## src/logic/pocket_core_pkg.sv

```systemverilog
//////////////////////////////////////////////////////////////////////
// pocket core control plane shared definitions
// bridge register map, reset hold, synthesizer reconfig steps
// and the settings, pixel and video word types
//////////////////////////////////////////////////////////////////////

package pocket_core_pkg;

  // bridge bus words
  typedef logic [31:0] bridge_addr_t;
  typedef logic [31:0] bridge_data_t;

  // settings register map
  localparam bridge_addr_t addr_download  = 32'h0000_0000;
  localparam bridge_addr_t addr_rom_size  = 32'h0000_0004;
  localparam bridge_addr_t addr_rom_type  = 32'h0000_0008;
  localparam bridge_addr_t addr_ram_size  = 32'h0000_000C;
  localparam bridge_addr_t addr_pal       = 32'h0000_0010;
  localparam bridge_addr_t addr_reset     = 32'h0000_0050;
  localparam bridge_addr_t addr_multitap  = 32'h0000_0100;
  localparam bridge_addr_t addr_lightgun  = 32'h0000_0104;
  localparam bridge_addr_t addr_aim_speed = 32'h0000_0108;
  localparam bridge_addr_t addr_video_43  = 32'h0000_0200;

  // core reset hold, in clk_74a cycles
  localparam int unsigned reset_hold_cycles = 64;
  typedef logic [6:0] reset_cnt_t;

  // synthesizer management port
  typedef logic [5:0] cfg_addr_t;
  localparam cfg_addr_t cfg_addr_mode  = 6'd0;
  localparam cfg_addr_t cfg_addr_start = 6'd2;
  localparam cfg_addr_t cfg_addr_mif   = 6'd31;

  // reconfig step counter, 0 is idle
  typedef logic [7:0] seq_state_t;
  localparam seq_state_t pll_step_mode      = 8'd1;
  localparam seq_state_t pll_step_mif       = 8'd3;
  localparam seq_state_t pll_step_start     = 8'd5;
  localparam seq_state_t pll_step_wait      = 8'd7;
  localparam seq_state_t pll_step_rst_start = 8'd8;
  localparam seq_state_t pll_step_rst_end   = 8'd28;

  // host visible core settings
  typedef struct packed {
    logic       ioctl_download;
    logic [7:0] rom_type;
    logic [3:0] rom_size;
    logic [3:0] ram_size;
    logic       pal;
    logic       multitap_enabled;
    logic       lightgun_enabled;
    logic       lightgun_type;
    logic [7:0] lightgun_aim_speed;
    logic       use_4_3_video;
  } core_settings_t;

  // video stream
  typedef logic [23:0] rgb_t;
  typedef logic [7:0] snap_index_t;

  typedef struct packed {
    logic de;
    logic vs;
    rgb_t rgb;
  } pixel_t;

  // end of line slot word layout
  typedef struct packed {
    logic [8:0]  pad_hi;
    logic        field_odd;
    logic        wide_43;
    logic [12:0] pad_lo;
  } video_slot_t;

  // colour while de is high, slot word right after the line
  typedef union packed {
    rgb_t        rgb;
    video_slot_t slot;
  } video_word_u;

endpackage

```

## src/logic/bridge_settings_regs.sv

```systemverilog
//////////////////////////////////////////////////////////////////////
// bridge settings registers
// decodes host bridge writes into the core settings block
// and a one cycle reset command pulse
//////////////////////////////////////////////////////////////////////

`timescale 1ns/10ps

module bridge_settings_regs (
  input  logic                           clk_74a,
  input  logic                           pll_core_locked,
  input  logic                           bridge_wr,
  input  pocket_core_pkg::bridge_addr_t  bridge_addr,
  input  pocket_core_pkg::bridge_data_t  bridge_wr_data,
  output pocket_core_pkg::core_settings_t settings,
  output logic                           reset_cmd
);

  //////////////////////////////////////////////////////////////////////
  // settings block
  //////////////////////////////////////////////////////////////////////

  always_ff @(posedge clk_74a or negedge pll_core_locked) begin
    if (!pll_core_locked) begin
      settings <= '0;
    end else if (bridge_wr) begin
      // only the low bits of the data word are meaningful
      case (bridge_addr)
        pocket_core_pkg::addr_download: begin
          settings.ioctl_download <= bridge_wr_data[0];
        end
        pocket_core_pkg::addr_rom_size: begin
          settings.rom_size <= bridge_wr_data[3:0];
        end
        pocket_core_pkg::addr_rom_type: begin
          settings.rom_type <= bridge_wr_data[7:0];
        end
        pocket_core_pkg::addr_ram_size: begin
          settings.ram_size <= bridge_wr_data[3:0];
        end
        pocket_core_pkg::addr_pal: begin
          // a change here kicks off the video standard switch
          settings.pal <= bridge_wr_data[0];
        end
        pocket_core_pkg::addr_multitap: begin
          settings.multitap_enabled <= bridge_wr_data[0];
        end
        pocket_core_pkg::addr_lightgun: begin
          // bit 0 enable, bit 1 gun type
          settings.lightgun_enabled <= bridge_wr_data[0];
          settings.lightgun_type    <= bridge_wr_data[1];
        end
        pocket_core_pkg::addr_aim_speed: begin
          settings.lightgun_aim_speed <= bridge_wr_data[7:0];
        end
        pocket_core_pkg::addr_video_43: begin
          settings.use_4_3_video <= bridge_wr_data[0];
        end
        default: begin
          // unmapped, ignore
          settings <= settings;
        end
      endcase
    end
  end

  //////////////////////////////////////////////////////////////////////
  // reset command
  //////////////////////////////////////////////////////////////////////

  // data word is don't care, the address alone is the command
  always_ff @(posedge clk_74a or negedge pll_core_locked) begin
    if (!pll_core_locked) begin
      reset_cmd <= 1'b0;
    end else begin
      reset_cmd <= bridge_wr && (bridge_addr == pocket_core_pkg::addr_reset);
    end
  end

endmodule

```

## src/logic/core_reset_ctrl.sv

```systemverilog
//////////////////////////////////////////////////////////////////////
// core reset controller
// host reset hold counter and the registered core reset level
//////////////////////////////////////////////////////////////////////

`timescale 1ns/10ps

module core_reset_ctrl (
  input  logic clk_74a,
  input  logic pll_core_locked,
  input  logic reset_cmd,
  input  logic transitioning,
  output logic core_reset
);

  // remaining hold cycles
  pocket_core_pkg::reset_cnt_t hold_cnt;

  always_ff @(posedge clk_74a or negedge pll_core_locked) begin
    if (!pll_core_locked) begin
      hold_cnt <= '0;
    end else if (reset_cmd) begin
      // a new command restarts the full hold
      hold_cnt <= pocket_core_pkg::reset_cnt_t'(pocket_core_pkg::reset_hold_cycles);
    end else if (hold_cnt != '0) begin
      hold_cnt <= hold_cnt - 1'b1;
    end
  end

  // held while counting or while the video standard switches
  always_ff @(posedge clk_74a or negedge pll_core_locked) begin
    if (!pll_core_locked) begin
      core_reset <= 1'b0;
    end else begin
      core_reset <= (hold_cnt != '0) || transitioning;
    end
  end

endmodule

```

## src/logic/pll_reconfig_seq.sv

```systemverilog
//////////////////////////////////////////////////////////////////////
// video standard switch sequencer
// on a PAL flag change, writes the clock synthesizer management
// port, waits for the reconfig to finish, then pulses its reset
//////////////////////////////////////////////////////////////////////

`timescale 1ns/10ps

module pll_reconfig_seq (
  input  logic                       clk_74a,
  input  logic                       pll_core_locked,
  input  logic                       pal,
  input  logic                       cfg_waitrequest,
  output logic                       cfg_write,
  output pocket_core_pkg::cfg_addr_t cfg_address,
  output logic                       pll_reset,
  output logic                       transitioning
);

  // PAL staging pair, edge seen as a difference between the two
  logic pal_d1;
  logic pal_d2;

  // step counter, idle at zero
  pocket_core_pkg::seq_state_t step;

  //////////////////////////////////////////////////////////////////////
  // step counter and management writes
  //////////////////////////////////////////////////////////////////////

  always_ff @(posedge clk_74a or negedge pll_core_locked) begin
    if (!pll_core_locked) begin
      pal_d1      <= 1'b0;
      pal_d2      <= 1'b0;
      step        <= '0;
      cfg_write   <= 1'b0;
      cfg_address <= '0;
      pll_reset   <= 1'b0;
    end else begin
      pal_d1 <= pal;
      pal_d2 <= pal_d1;

      // write strobe is a single cycle
      cfg_write <= 1'b0;

      // free running once started
      // a PAL change mid sequence does not restart it
      if (step != '0) begin
        step <= step + 1'b1;
      end else if (pal_d1 != pal_d2) begin
        step <= pocket_core_pkg::pll_step_mode;
      end

      case (step)
        pocket_core_pkg::pll_step_mode: begin
          // mode register, waitrequest mode
          cfg_address <= pocket_core_pkg::cfg_addr_mode;
          cfg_write   <= 1'b1;
        end
        pocket_core_pkg::pll_step_mif: begin
          // select the stored profile
          cfg_address <= pocket_core_pkg::cfg_addr_mif;
          cfg_write   <= 1'b1;
        end
        pocket_core_pkg::pll_step_start: begin
          // kick the reconfig
          cfg_address <= pocket_core_pkg::cfg_addr_start;
          cfg_write   <= 1'b1;
        end
        pocket_core_pkg::pll_step_wait: begin
          // park here until the synthesizer drops waitrequest
          if (cfg_waitrequest) begin
            step <= pocket_core_pkg::pll_step_wait;
          end else begin
            step <= pocket_core_pkg::pll_step_rst_start;
          end
        end
        pocket_core_pkg::pll_step_rst_start: begin
          pll_reset <= 1'b1;
        end
        pocket_core_pkg::pll_step_rst_end: begin
          // 20 cycles of reset, back to idle
          pll_reset <= 1'b0;
          step      <= '0;
        end
        default: begin
          // gap steps between writes
          cfg_address <= cfg_address;
        end
      endcase
    end
  end

  //////////////////////////////////////////////////////////////////////
  // switch in progress
  //////////////////////////////////////////////////////////////////////

  // also covers a write or busy synthesizer outside the step window
  assign transitioning = (step != '0) || cfg_waitrequest || cfg_write;

endmodule

```

## src/logic/pocket_core_ctrl_top.sv

```systemverilog
//////////////////////////////////////////////////////////////////////
// pocket core control plane top level
// settings decoder, video standard switch with core reset,
// and the video slot output stage
//////////////////////////////////////////////////////////////////////

`timescale 1ns/10ps

module pocket_core_ctrl_top (
  input  logic                           clk_74a,
  input  logic                           pll_core_locked,
  input  logic                           bridge_wr,
  input  pocket_core_pkg::bridge_addr_t  bridge_addr,
  input  pocket_core_pkg::bridge_data_t  bridge_wr_data,
  input  logic                           cfg_waitrequest,
  input  pocket_core_pkg::pixel_t        pixel,
  input  pocket_core_pkg::snap_index_t   snap_index,
  output pocket_core_pkg::core_settings_t settings,
  output logic                           cfg_write,
  output pocket_core_pkg::cfg_addr_t     cfg_address,
  output logic                           pll_reset,
  output logic                           core_reset,
  output logic                           video_de,
  output pocket_core_pkg::video_word_u   video_rgb
);

  // host reset request, one cycle
  logic reset_cmd;
  // video standard switch running
  logic transitioning;

  //////////////////////////////////////////////////////////////////////
  // input side
  //////////////////////////////////////////////////////////////////////

  bridge_settings_regs bridge_settings_regs_i (
    .clk_74a        (clk_74a),
    .pll_core_locked(pll_core_locked),
    .bridge_wr      (bridge_wr),
    .bridge_addr    (bridge_addr),
    .bridge_wr_data (bridge_wr_data),
    .settings       (settings),
    .reset_cmd      (reset_cmd)
  );

  //////////////////////////////////////////////////////////////////////
  // switch sequencer and core reset
  //////////////////////////////////////////////////////////////////////

  pll_reconfig_seq pll_reconfig_seq_i (
    .clk_74a        (clk_74a),
    .pll_core_locked(pll_core_locked),
    .pal            (settings.pal),
    .cfg_waitrequest(cfg_waitrequest),
    .cfg_write      (cfg_write),
    .cfg_address    (cfg_address),
    .pll_reset      (pll_reset),
    .transitioning  (transitioning)
  );

  core_reset_ctrl core_reset_ctrl_i (
    .clk_74a        (clk_74a),
    .pll_core_locked(pll_core_locked),
    .reset_cmd      (reset_cmd),
    .transitioning  (transitioning),
    .core_reset     (core_reset)
  );

  //////////////////////////////////////////////////////////////////////
  // output side
  //////////////////////////////////////////////////////////////////////

  video_slot_stage video_slot_stage_i (
    .clk_74a        (clk_74a),
    .pll_core_locked(pll_core_locked),
    .pixel          (pixel),
    .snap_index     (snap_index),
    .use_4_3_video  (settings.use_4_3_video),
    .video_de       (video_de),
    .video_rgb      (video_rgb)
  );

endmodule

```

## src/logic/video_slot_stage.sv

```systemverilog
//////////////////////////////////////////////////////////////////////
// video output stage
// one cycle pixel register, inserts the end of line slot word
// carrying the field bit and the 4:3 flag
//////////////////////////////////////////////////////////////////////

`timescale 1ns/10ps

module video_slot_stage (
  input  logic                         clk_74a,
  input  logic                         pll_core_locked,
  input  pocket_core_pkg::pixel_t      pixel,
  input  pocket_core_pkg::snap_index_t snap_index,
  input  logic                         use_4_3_video,
  output logic                         video_de,
  output pocket_core_pkg::video_word_u video_rgb
);

  // previous de and vs for edge detect
  logic prev_de;
  logic prev_vs;

  // snap index captured at frame start
  pocket_core_pkg::snap_index_t latched_snap;

  // slot word built from the latched field
  pocket_core_pkg::video_slot_t slot_word;

  //////////////////////////////////////////////////////////////////////
  // edge tracking
  //////////////////////////////////////////////////////////////////////

  always_ff @(posedge clk_74a or negedge pll_core_locked) begin
    if (!pll_core_locked) begin
      prev_de  <= 1'b0;
      prev_vs  <= 1'b0;
      video_de <= 1'b0;
    end else begin
      prev_de  <= pixel.de;
      prev_vs  <= pixel.vs;
      // de simply delayed by one
      video_de <= pixel.de;
    end
  end

  // vs rising edge
  always_ff @(posedge clk_74a) begin
    if (pixel.vs && !prev_vs) begin
      latched_snap <= snap_index;
    end
  end

  //////////////////////////////////////////////////////////////////////
  // output word
  //////////////////////////////////////////////////////////////////////

  always_comb begin
    slot_word           = '0;
    // odd field when the snap index is even
    slot_word.field_odd = ~latched_snap[0];
    slot_word.wide_43   = use_4_3_video;
  end

  always_ff @(posedge clk_74a) begin
    if (pixel.de) begin
      video_rgb.rgb <= pixel.rgb;
    end else if (prev_de) begin
      // first blank cycle after the last pixel
      video_rgb.slot <= slot_word;
    end
  end

endmodule

```

## config.mk

```make
export PLATFORM = sky130hd
export DESIGN_NAME = pocket_core_ctrl_top
export DESIGN_NICKNAME = d
export VERILOG_FILES = /design/src/logic/pocket_core_pkg.sv /design/src/logic/bridge_settings_regs.sv /design/src/logic/core_reset_ctrl.sv /design/src/logic/pll_reconfig_seq.sv /design/src/logic/pocket_core_ctrl_top.sv /design/src/logic/video_slot_stage.sv
export SDC_FILE = /design/constraint.sdc
export NUM_CORES = 1
export LEC_CHECK = 0
export ABC_CLOCK_PERIOD_IN_PS = 3200
export BUFFER_PORTS_ARGS = -buffer_cell sky130_fd_sc_hd__buf_2
export CAP_MARGIN = 20
export CORE_UTILIZATION = 35
export CTS_CLUSTER_SIZE = 25
export DETAILED_ROUTE_END_ITERATION = 10
export HOLD_SLACK_MARGIN = 0.06
export SETUP_SLACK_MARGIN = 0.4
export SYNTH_ARGS = -nofsm -noshare
export SYNTH_HDL_FRONTEND = slang
export SYNTH_SLANG_ARGS = --single-unit
```

## constraint.sdc

```tcl
create_clock -name clk_74a -period 3.2 [get_ports clk_74a]
set_input_delay 0.64 -clock clk_74a [delete_from_list [all_inputs] [get_ports clk_74a]]
set_output_delay 0.64 -clock clk_74a [all_outputs]
set_load 0.03 [all_outputs]
```

## Yosys cells after proc, flatten, opt, wreduce, memory -nomap -nowiden

Cells that the tools add are included.

| storage, ports and cells | value |
|---|---|
| register bits | 84 |
| bits of input ports | 102 |
| word-level logic and storage cells | 77 |

| cells by class | value |
|---|---|
| add/subtract/negate cells | 2 |
| equality and inequality tests | 16 |
| muxes and demuxes | 11 |
| bitwise operators | 1 |
| reduce and logical (&&, ||, !) cells | 24 |

Operators by type and width:

| kind | number |
|---|---|
| equality test 32 x 9 -> 1 bit, second input constant | 3 |
| equality test 32 x 4 -> 1 bit, second input constant | 2 |
| 2-to-1 mux 24 bit | 2 |
| equality test 32 x 10 -> 1 bit, second input constant | 1 |
| equality test 32 x 3 -> 1 bit, second input constant | 1 |
| equality test 32 x 5 -> 1 bit, second input constant | 1 |
| equality test 32 x 7 -> 1 bit, second input constant | 1 |
| logical NOT 32 bit | 1 |
| one-hot mux 6 bit (3 select lines) | 1 |
| AND reduction 2 bit | 9 |
| equality test 8 x 3 -> 1 bit, second input constant | 2 |
| 2-to-1 mux 8 bit | 2 |
| one-hot mux 8 bit (2 select lines) | 1 |
| 2-to-1 mux 7 bit | 2 |
| adder 8 x 1 -> 8 bit, second input constant | 1 |
| equality test 8 x 1 -> 1 bit, second input constant | 1 |
| equality test 8 x 2 -> 1 bit, second input constant | 1 |
| equality test 8 x 4 -> 1 bit, second input constant | 1 |
| equality test 8 x 5 -> 1 bit, second input constant | 1 |
| nonzero test 8 bit | 1 |
| nonzero test 7 bit | 1 |
| subtractor 7 x 1 -> 7 bit, second input constant | 1 |
| nonzero test 2 bit | 3 |
| 2-to-1 mux 4 bit | 1 |
| 10 further kinds | 13 |

## Logic depth before layout (Yosys ltp)

Gate-level depths: netlist of run 1.

| logic depth | value |
|---|---|
| depth after elaboration | 4 |
| mapped depth | 6 |
| mapped depth without buffers | 6 |

## Cells and area by module

Synthesis of run 1 repeated with hierarchy kept, for this count alone.

| second synthesis, totals | value |
|---|---|
| cell total of the unflattened synthesis | 279 |
| area total of the unflattened synthesis | 3,658.5 sq um |

By module, submodules not included:

| module | instances | cells an instance | area an instance (sq um) | sequential area each (sq um) |
|---|---|---|---|---|
| bridge_settings_regs | 1 | 102 | 1,431.4 | 775.7 |
| video_slot_stage | 1 | 56 | 996.0 | 800.8 |
| pll_reconfig_seq | 1 | 81 | 827.0 | 350.3 |
| core_reset_ctrl | 1 | 40 | 404.1 | 200.2 |

## Worst setup path before layout of run 1

Ideal clock, no wire load.

| timing path | value |
|---|---|
| path kind | input to register |
| start | in bridge_addr[26] |
| end | reg bridge_settings_regs_i.settings[3] (netlist name) |
| setup time | 0.125 ns |
| arrival | 2.152 ns |
| slack | 0.923 ns |
| stages on the path | 4 |
| path through | nor4_2 > nand4_2 > nor4_4 > mux2_2 |

| between the ends | value |
|---|---|
| cells in the longest elaborated chain, start to end | 2 |

RTL lines:

| item | RTL line | RTL |
|---|---|---|
| from (decl) | pocket_core_ctrl_top.sv:13 | `input pocket_core_pkg::bridge_addr_t bridge_addr,` |
| equality test 32 x 9 -> 1 bit | bridge_settings_regs.sv:28 | `case (bridge_addr)` |
| AND reduction 2 bit (no line) | n/a |  |

No other way between the ends.
A chain may end at the register's enable or synchronous reset.

## Worst setup path after layout of run 1

| timing path | value |
|---|---|
| start | in bridge_addr[11] |
| end | reg bridge_settings_regs_i.settings[6] (netlist name) |

| between the ends | value |
|---|---|
| cells in the longest elaborated chain, start to end | 2 |

RTL lines:

| item | RTL line |
|---|---|
| equality test 32 x 9 -> 1 bit | bridge_settings_regs.sv:28 |
| AND reduction 2 bit (no line) | n/a |

No other way between the ends.

==> results of run 1 <==
## stage by stage
step | power [mW] | area [um2] | hold WS [ns] | worst slack (ns) | std cells
6_report | 2.128 | 4494 | 0.2059 | 0.8934 | 539
5_1_grt | 2.219 | 4494 | 0.2298 | 0.7941 | 539
4_1_cts | 2.155 | 4494 | 0.2181 | 0.8792 | 539
3_5_place_dp | 1.394 | 4290 | 0.3895 | 0.5010 | 523
3_3_place_gp | 1.387 | 4290 | 0.3855 | 0.5297 | 523
2_1_floorplan | 1.283 | 3522 | 0.3444 | 0.9233 | 269
## power by group through the flow
stage	Clock, mW	Combinational [mW]	Sequential (mW)
6_report	0.760	0.261	1.11
4_1_cts	0.782	0.266	1.11
3_5_place_dp	0	0.265	1.13
2_1_floorplan	0	0.0976	1.19
5_1_grt	0.820	0.288	1.11
3_3_place_gp	0	0.261	1.13
## worst reg2reg max path, delay by kind of cell (launching register included)
family / cells / cell delay (ns)
simple gates: 3 / 1.12
mux: 1 / 0.32
flops: 1 / 0.41
## path summary, 6_finish.rpt
| check | startpoint | to | slack, ns | cells past startpoint |
|---|---|---|---|---|
| hold / removal | pll_core_locked | video_slot_stage_i.prev_vs | 0.21 | 1 |
| min in group clk_74a | bridge_settings_regs_i.settings[12] | pll_reconfig_seq_i.pal_d1 | 0.40 | 0 |
| max in group asynchronous | pll_core_locked | bridge_settings_regs_i.settings[6] | 2.12 | 2 |
| setup reg to reg | pll_reconfig_seq_i.step[7] | pll_reconfig_seq_i.step[1] | 1.25 | 4 |
| setup / recovery | bridge_addr[11] | bridge_settings_regs_i.settings[6] | 0.89 | 5 |
| hold reg to reg | bridge_settings_regs_i.settings[12] | pll_reconfig_seq_i.pal_d1 | 0.40 | 0 |
## logic make-up (layout without fill, tap and decap cells)
kind of cell / after synthesis / in the layout / synth area share
muxes: 32 / 32 / 0.1023
DFF: 80 / 80 / 0.6039
buffers and inverters: 22 / 159 / 0.02984
adders and majority gates: 4 / 4 / 0.01421
other: 1 / 1 / 0.001065
AOI/OAI and AO/OA: 23 / 23 / 0.04192
xor gates and xnor gates: 9 / 9 / 0.02238
and+or+nand+nor: 98 / 98 / 0.1844
## routing by layer
metal  track usage  vias up  wire [um]
met4       0.05824        0         95
met3       0.04378       10        379
met1        0.1969     1240       3415
met5             0        -          0
met2        0.2437       52       3829
li1              -     1234          -
## layout by cell type, fill, tap and decap left out, types with 2 or more instances in the layout
cell type	instances
xnor2_1	6
xor2_1	3
nor4_4	2
edfxtp_1	25
nor2_1	12
o32ai_1	2
nor3_1	5
o21ai_0	6
o22ai_1	2
nand3_1	6
clkbuf_8	10
nand4_1	4
nor4_1	9
nor2b_1	5
mux2_1	3
ha_1	4
inv_1	9
or3_1	3
or2_2	2
dfrtp_1	55
mux2_2	29
nand2b_1	3
clkinvlp_4	2
and2_1	22
inv_4	2
buf_2	133
nand4b_1	3
nor4_2	5
nand2_1	8
or4_1	2
a21oi_1	6
## area by class of cell
| cell class | instances | area (um2) |
|---|---|---|
| clock buffer | 10 | 137.6 |
| clock inverter | 6 | 66.31 |
| fill | 960 | 5280 |
| inverter | 9 | 33.78 |
| multi-input combinational | 167 | 1290 |
| sequential | 80 | 2127 |
| tap | 133 | 166.4 |
| timing repair buffer | 134 | 673.1 |
## registers in the layout, summed over array words and instances (netlist names), 2 cells and up
name and cells:
bridge_settings_regs_i.settings 30, core_reset_ctrl_i.hold_cnt 7, pll_reconfig_seq_i.cfg_address 2, pll_reconfig_seq_i.step 8, video_slot_stage_i.video_rgb 24
==> metrics.yaml, run 1 <==
outcome:
  status: "complete, no violations"
synthesis:
  ys_ff_latch: 80
  netlist_area_um2: 3522
  yosysWarningCount: 0
  ys_top_cells_by_area: "dfrtp_1, edfxtp_1, mux2_2, and2_1, nor4_2"
  synth_edf_count: 25
  synth_area_leader_cell: "dfrtp_1"
  synthCells: 269
  netlist.area_leader.share: 0.3908
  synth_seq_area_share: 0.6039
  synth_fp_nets: 375
  synth_most_common_cell: "dfrtp_1"
  yosys.cell_types.count: 45
  synth_ff_type: "dfrtp_1"
  synth_commonest_cells: "dfrtp_1, mux2_2, edfxtp_1"
  synth-async-reset-ratio: 0.6875
  synth_area_per_cell_um2: 13.09
setup_path:
  end_kind: "register"
  critPathRequiredTime_ns: 3.42
  cp_top_family: "simple AND/OR/NAND/NOR gates"
  start_kind: "input pin"
  cp_cell_sequence: "buf_2, nor4b_2, nand4_2, nor4_4, mux2_2"
  crit_arrival_ns: 2.53
  cp_slowest_cell: "nor4_4"
  critPathBufInv: 1
  crit_fanout: 10
  critPathKind: "input pin to register"
  worst_path_largest_cell_delay_ns: 0.73
clocking:
  max-clock-path-buffers: 2
  cts_htree_levels: 3
  clk_pin_slew_ns: 0.09
  root_buffer: "clkbuf_8"
  cts_hold_buf: 0
  numCtsBuffers: 9
  cts_resized: 0
  clock_latency_ns: 0.34
  post-cts-setup-buffer-count: 0
  cts_tree: "done"
  cts.sinks: 80
power_and_ir_drop:
  switchingPower_mw: 0.5465
  p_int_mw: 1.581
  pwr-share-seq: 0.520
  p_clk_frac: 0.357
  leakagePower_nw: 2.244
  powerDensity_nw_per_um2: 473.4
  switching_share: 0.2568
  pwr-share-comb: 0.123
  vdd_drop_max_mv: 0.2582
floorplanning:
  core_area_um2: 9774
  die_y_um: 102.3
  start_util: 0.3603
  ios: 166
  core.rowCount: 36
  die_area_um2: 10470
  dieWidth_um: 102.3
drt:
  avgRoutedWirePerCell_um: 14.32
  drtIter0Drc: 92
  ant_nets: 0
  route.detailed.drc: 0
  vias_per_cell: 4.705
  firstDrtPassIters: 4
  vias: 2536
  postRouteWirelength_mm: 7.720
timing:
  fmax_mhz: 433.5
  rsz0062_at_grt: "no"
  post-route-min-period_ns: 2.307
  slew_viol_final: 0
  worst_pin_slew_ns: 0.7213
  fin_crit_sh: 0.7208
  setup_violations: 0
  skew_ns: 0.01164
  finalHoldViolations: 0
  relSlewSlack: 0.5124
  fin_tns_setup_ns: 0
cells_and_area:
  n_antenna_cell: 0
  fin_util: 0.4598
  fin_nets: 507
  drive_gt1_frac: 0.4729
  syn_to_final_growth_pct: 27.60
min_path:
  hold_class: "input pin to asynchronous set/reset pin"
global_route:
  track_usage: 0.1527
  grt_max_degree: 41
  antenna_found_initial: 0
  grt_first_pass_wirelength_mm: 12.32
  grt_pass1_vias: 2522
  grt.overflow.total: 0
placement:
  dp_hpwl_mm: 5.748
  gp_congestion: 0.7756
  portBuffers: 133
job:
  drv_cap: 0
Note: power is estimated with default switching activity, not from simulation.
==> run 2, diff against run 1 <==
- ABC_AREA: unset -> 1
- ABC_CLOCK_PERIOD_IN_PS: 3200 -> 2200
- clock period: 3.2 -> 2.2 ns (I/O delays scaled with it)
==> run 2 against run 1 <==
Net effect: non-clock buffer count up 2; clock power rose by 42%; critical path depth up 3; combinational power is 9.2% higher; first-iteration DRC count up 100%; worst setup slack lost 0.30 ns; utilization is 1.0 points lower; synthesized area is 11% higher; largest cell class unchanged.
==> metrics.yaml, run 2 <==
outcome:
  status: "complete, no violations"
synthesis:
  yosys.cell_types.count: 34  # -24%
  synth_area_leader_cell: "dfrtp_1"
  synth_edf_count: 25  # unchanged
  synth-async-reset-ratio: 0.6875  # unchanged
  synth_most_common_cell: "nand2_1"
  synth_seq_area_share: 0.5463  # -0.05764
  netlist_area_um2: 3894  # +11%
  netlist.area_leader.share: 0.3535  # -0.03729
  synth_area_per_cell_um2: 8.614  # -34%
  ys_ff_latch: 80  # unchanged
  synth_fp_nets: 558  # +49%
  yosysWarningCount: 0  # unchanged
  ys_top_cells_by_area: "dfrtp_1, edfxtp_1, nand2_1, nand3_1, nor2_1"
  synth_commonest_cells: "nand2_1, dfrtp_1, nor2_1"
  synth_ff_type: "dfrtp_1"
  synthCells: 452  # +68%
drt:
  postRouteWirelength_mm: 8.682  # +12%
  firstDrtPassIters: 4  # unchanged
  avgRoutedWirePerCell_um: 11.89  # -17%
  route.detailed.drc: 0  # unchanged
  vias: 3236  # +28%
  drtIter0Drc: 187  # +100%
  vias_per_cell: 4.433  # -5.8%
  ant_nets: 0  # unchanged
placement:
  dp_hpwl_mm: 6.526  # +14%
  placedCellCount: 713  # +36%
  portBuffers: 133  # unchanged
  post-place-ws_ns: 0.4145  # -0.08647 ns
  gp_congestion: 0.8349  # +7.6%
  placed_area_um2: 4669  # +8.8%
timing:
  skew_ns: 0.01008  # -0.001559 ns
  post-route-min-period_ns: 1.612
  finalHoldViolations: 0  # unchanged
  fmax_mhz: 620.5
  setup_ws_ns: 0.5885  # -0.3050 ns
  slew_viol_final: 0  # unchanged
  rsz0062_at_grt: "no"
  setup_violations: 0  # unchanged
  fin_crit_sh: 0.7325
  fin_tns_setup_ns: 0  # unchanged
  worst_pin_slew_ns: 0.5443  # -0.1770 ns
  relSlewSlack: 0.6372  # +0.1248
cells_and_area:
  top_regs: "bridge_settings_regs_i.settings (30), video_slot_stage_i.video_rgb (24), pll_reconfig_seq_i.step (8)"
  stdcell_area_um2: 4875  # +8.5%
  drive_gt1_frac: 0.3000  # -0.1729
  largest_reg_flops: 30  # unchanged
  syn_to_final_growth_pct: 25.19
  instances_no_fill: 730  # +35%
  fin_nets: 691  # +36%
  layout_common_cells: "nand2_1, buf_2, nor2_1, dfrtp_1, inv_1"
  regMostFlops: "bridge_settings_regs_i.settings"
  n_antenna_cell: 0  # unchanged
setup_path:
  end_kind: "register"
  critPathKind: "register to register"
  r2r_cells: 8  # +4
  crit_arrival_ns: 1.90  # -0.63 ns
  start_kind: "register"
  critPathRequiredTime_ns: 2.49  # -0.93 ns
  crit_fanout: 7  # -3
power_and_ir_drop:
  vdd_drop_max_mv: 0.2514  # -2.7%
  switching_share: 0.2559  # -0.0009853
  p_int_mw: 2.190  # +39%
  leakagePower_nw: 2.826  # +26%
  totalPowerFinal_mw: 2.943  # +38%
  pwr-share-seq: 0.537  # +0.017
  switchingPower_mw: 0.7530  # +38%
  p_clk_frac: 0.367  # +0.010
  powerDensity_nw_per_um2: 603.8  # +28%
  pwr-share-comb: 0.097  # -0.026
clocking:
  cts_tree: "done"
  post-cts-setup-buffer-count: 0  # unchanged
  cts_htree_levels: 3  # unchanged
  clock_latency_ns: 0.36  # +0.02 ns
  cts_hold_buf: 1  # +1
  max-clock-path-buffers: 2  # unchanged
  clk_pin_slew_ns: 0.08  # about the same
  cts.sinks: 80  # unchanged
  numCtsBuffers: 9  # unchanged
  root_buffer: "clkbuf_8"
  cts_resized: 0  # unchanged
min_path:
  hold_depth: 1
  hold_class: "input pin to register"
floorplanning:
  core_area_um2: 10840  # +11%
  die_area_um2: 11550  # +10%
  die_y_um: 107.5  # +5.0%
  dieWidth_um: 107.5  # +5.0%
  start_util: 0.3592  # -0.001156
  core.rowCount: 38  # +5.6%
  ios: 166  # unchanged
global_route:
  grt_pass1_vias: 2956  # +17%
  grt_first_pass_wirelength_mm: 13.99  # +14%
  track_usage: 0.1585  # +0.005870
  antenna_found_initial: 0  # unchanged
  grt_max_degree: 56  # +37%
  grt.overflow.total: 0  # unchanged
job:
  drv_cap: 0  # unchanged
run 2: cell count changes in the layout (fill, tap and decap cells not counted), sizes merged, moves of 22 or more:
cell   before  now
mux2       32    1
nand3       6   51
and2       22    0
nor2       12   68
inv        11   57
nand2       8  138
run 2: routing by layer:
layer | up-vias | global-route usage | part of all wire
met3 | 12 | 0.04419 | 0.065
met1 | 1435 | 0.2001 | 0.46
met2 | 101 | 0.2525 | 0.46
li1 | 1688 | - | -
met5 | - | 0 | 0
met4 | 0 | 0.07143 | 0.018
run 2: area by class of cell:
type	instances	area, um2
multi-input cells	302	1464
inverters	56	210.2
clock inverters	7	71.32
repair buffers	136	703.2
clock buffers	9	123.9
fillers	1091	5966
flip-flops and latches	80	2127
well taps	140	175.2
run 2: worst max-delay path, stage by stage, from the launching register on:
cell	delay [ns]
dfrtp_1	0.37
inv_1	0.16
ha_1	0.24
inv_1	0.05
nor2_1	0.15
nand2_1	0.13
inv_1	0.19
o21ai_0	0.13
a21oi_1	0.12
run 2: cells by family after synthesis:
| kind of cell | synth area share |
|---|---|
| adder cells (fa/ha/maj) | 0.01285 |
| flip-flops | 0.5463 |
| multiplexers | 0.002892 |
| other | 0.0009631 |
| XOR/XNOR | 0.01575 |
| AND/OR/NAND/NOR | 0.3175 |
| AO/OA/AOI/OAI | 0.02603 |
| buffers and inverters | 0.07776 |
run 2: worst paths after layout:
check / start / end / slack, ns
max in group asynchronous: pll_core_locked / bridge_settings_regs_i.settings[23] / 1.35
setup reg to reg: core_reset_ctrl_i.hold_cnt[0] / core_reset_ctrl_i.hold_cnt[0] / 0.59
setup / recovery: core_reset_ctrl_i.hold_cnt[0] / core_reset_ctrl_i.hold_cnt[0] / 0.59
hold reg to reg: pll_reconfig_seq_i.pal_d1 / pll_reconfig_seq_i.pal_d2 / 0.40
min in group asynchronous: pll_core_locked / core_reset_ctrl_i.hold_cnt[4] / 0.61
hold / removal: pixel[24] / video_slot_stage_i.prev_vs / 0.21
run 2: power groups by stage:
| stage | Clock [mW] | Combinational (mW) | Sequential [mW] |
|---|---|---|---|
| floorplan | 0 | 0.0783 | 1.68 |
| global placement | 0 | 0.281 | 1.61 |
| detailed placement | 0 | 0.287 | 1.61 |
| CTS | 1.12 | 0.290 | 1.58 |
| global route | 1.17 | 0.317 | 1.58 |
| finish | 1.08 | 0.285 | 1.58 |
run 2: stage by stage:
stage | hold slack, ns | utilization
2_1_floorplan | 0.1444 | -
3_3_place_gp | 0.3822 | 0.4307
3_5_place_dp | 0.3880 | 0.4307
4_1_cts | 0.1866 | 0.4497
5_1_grt | 0.1826 | 0.4497
6_report | 0.2111 | 0.4497
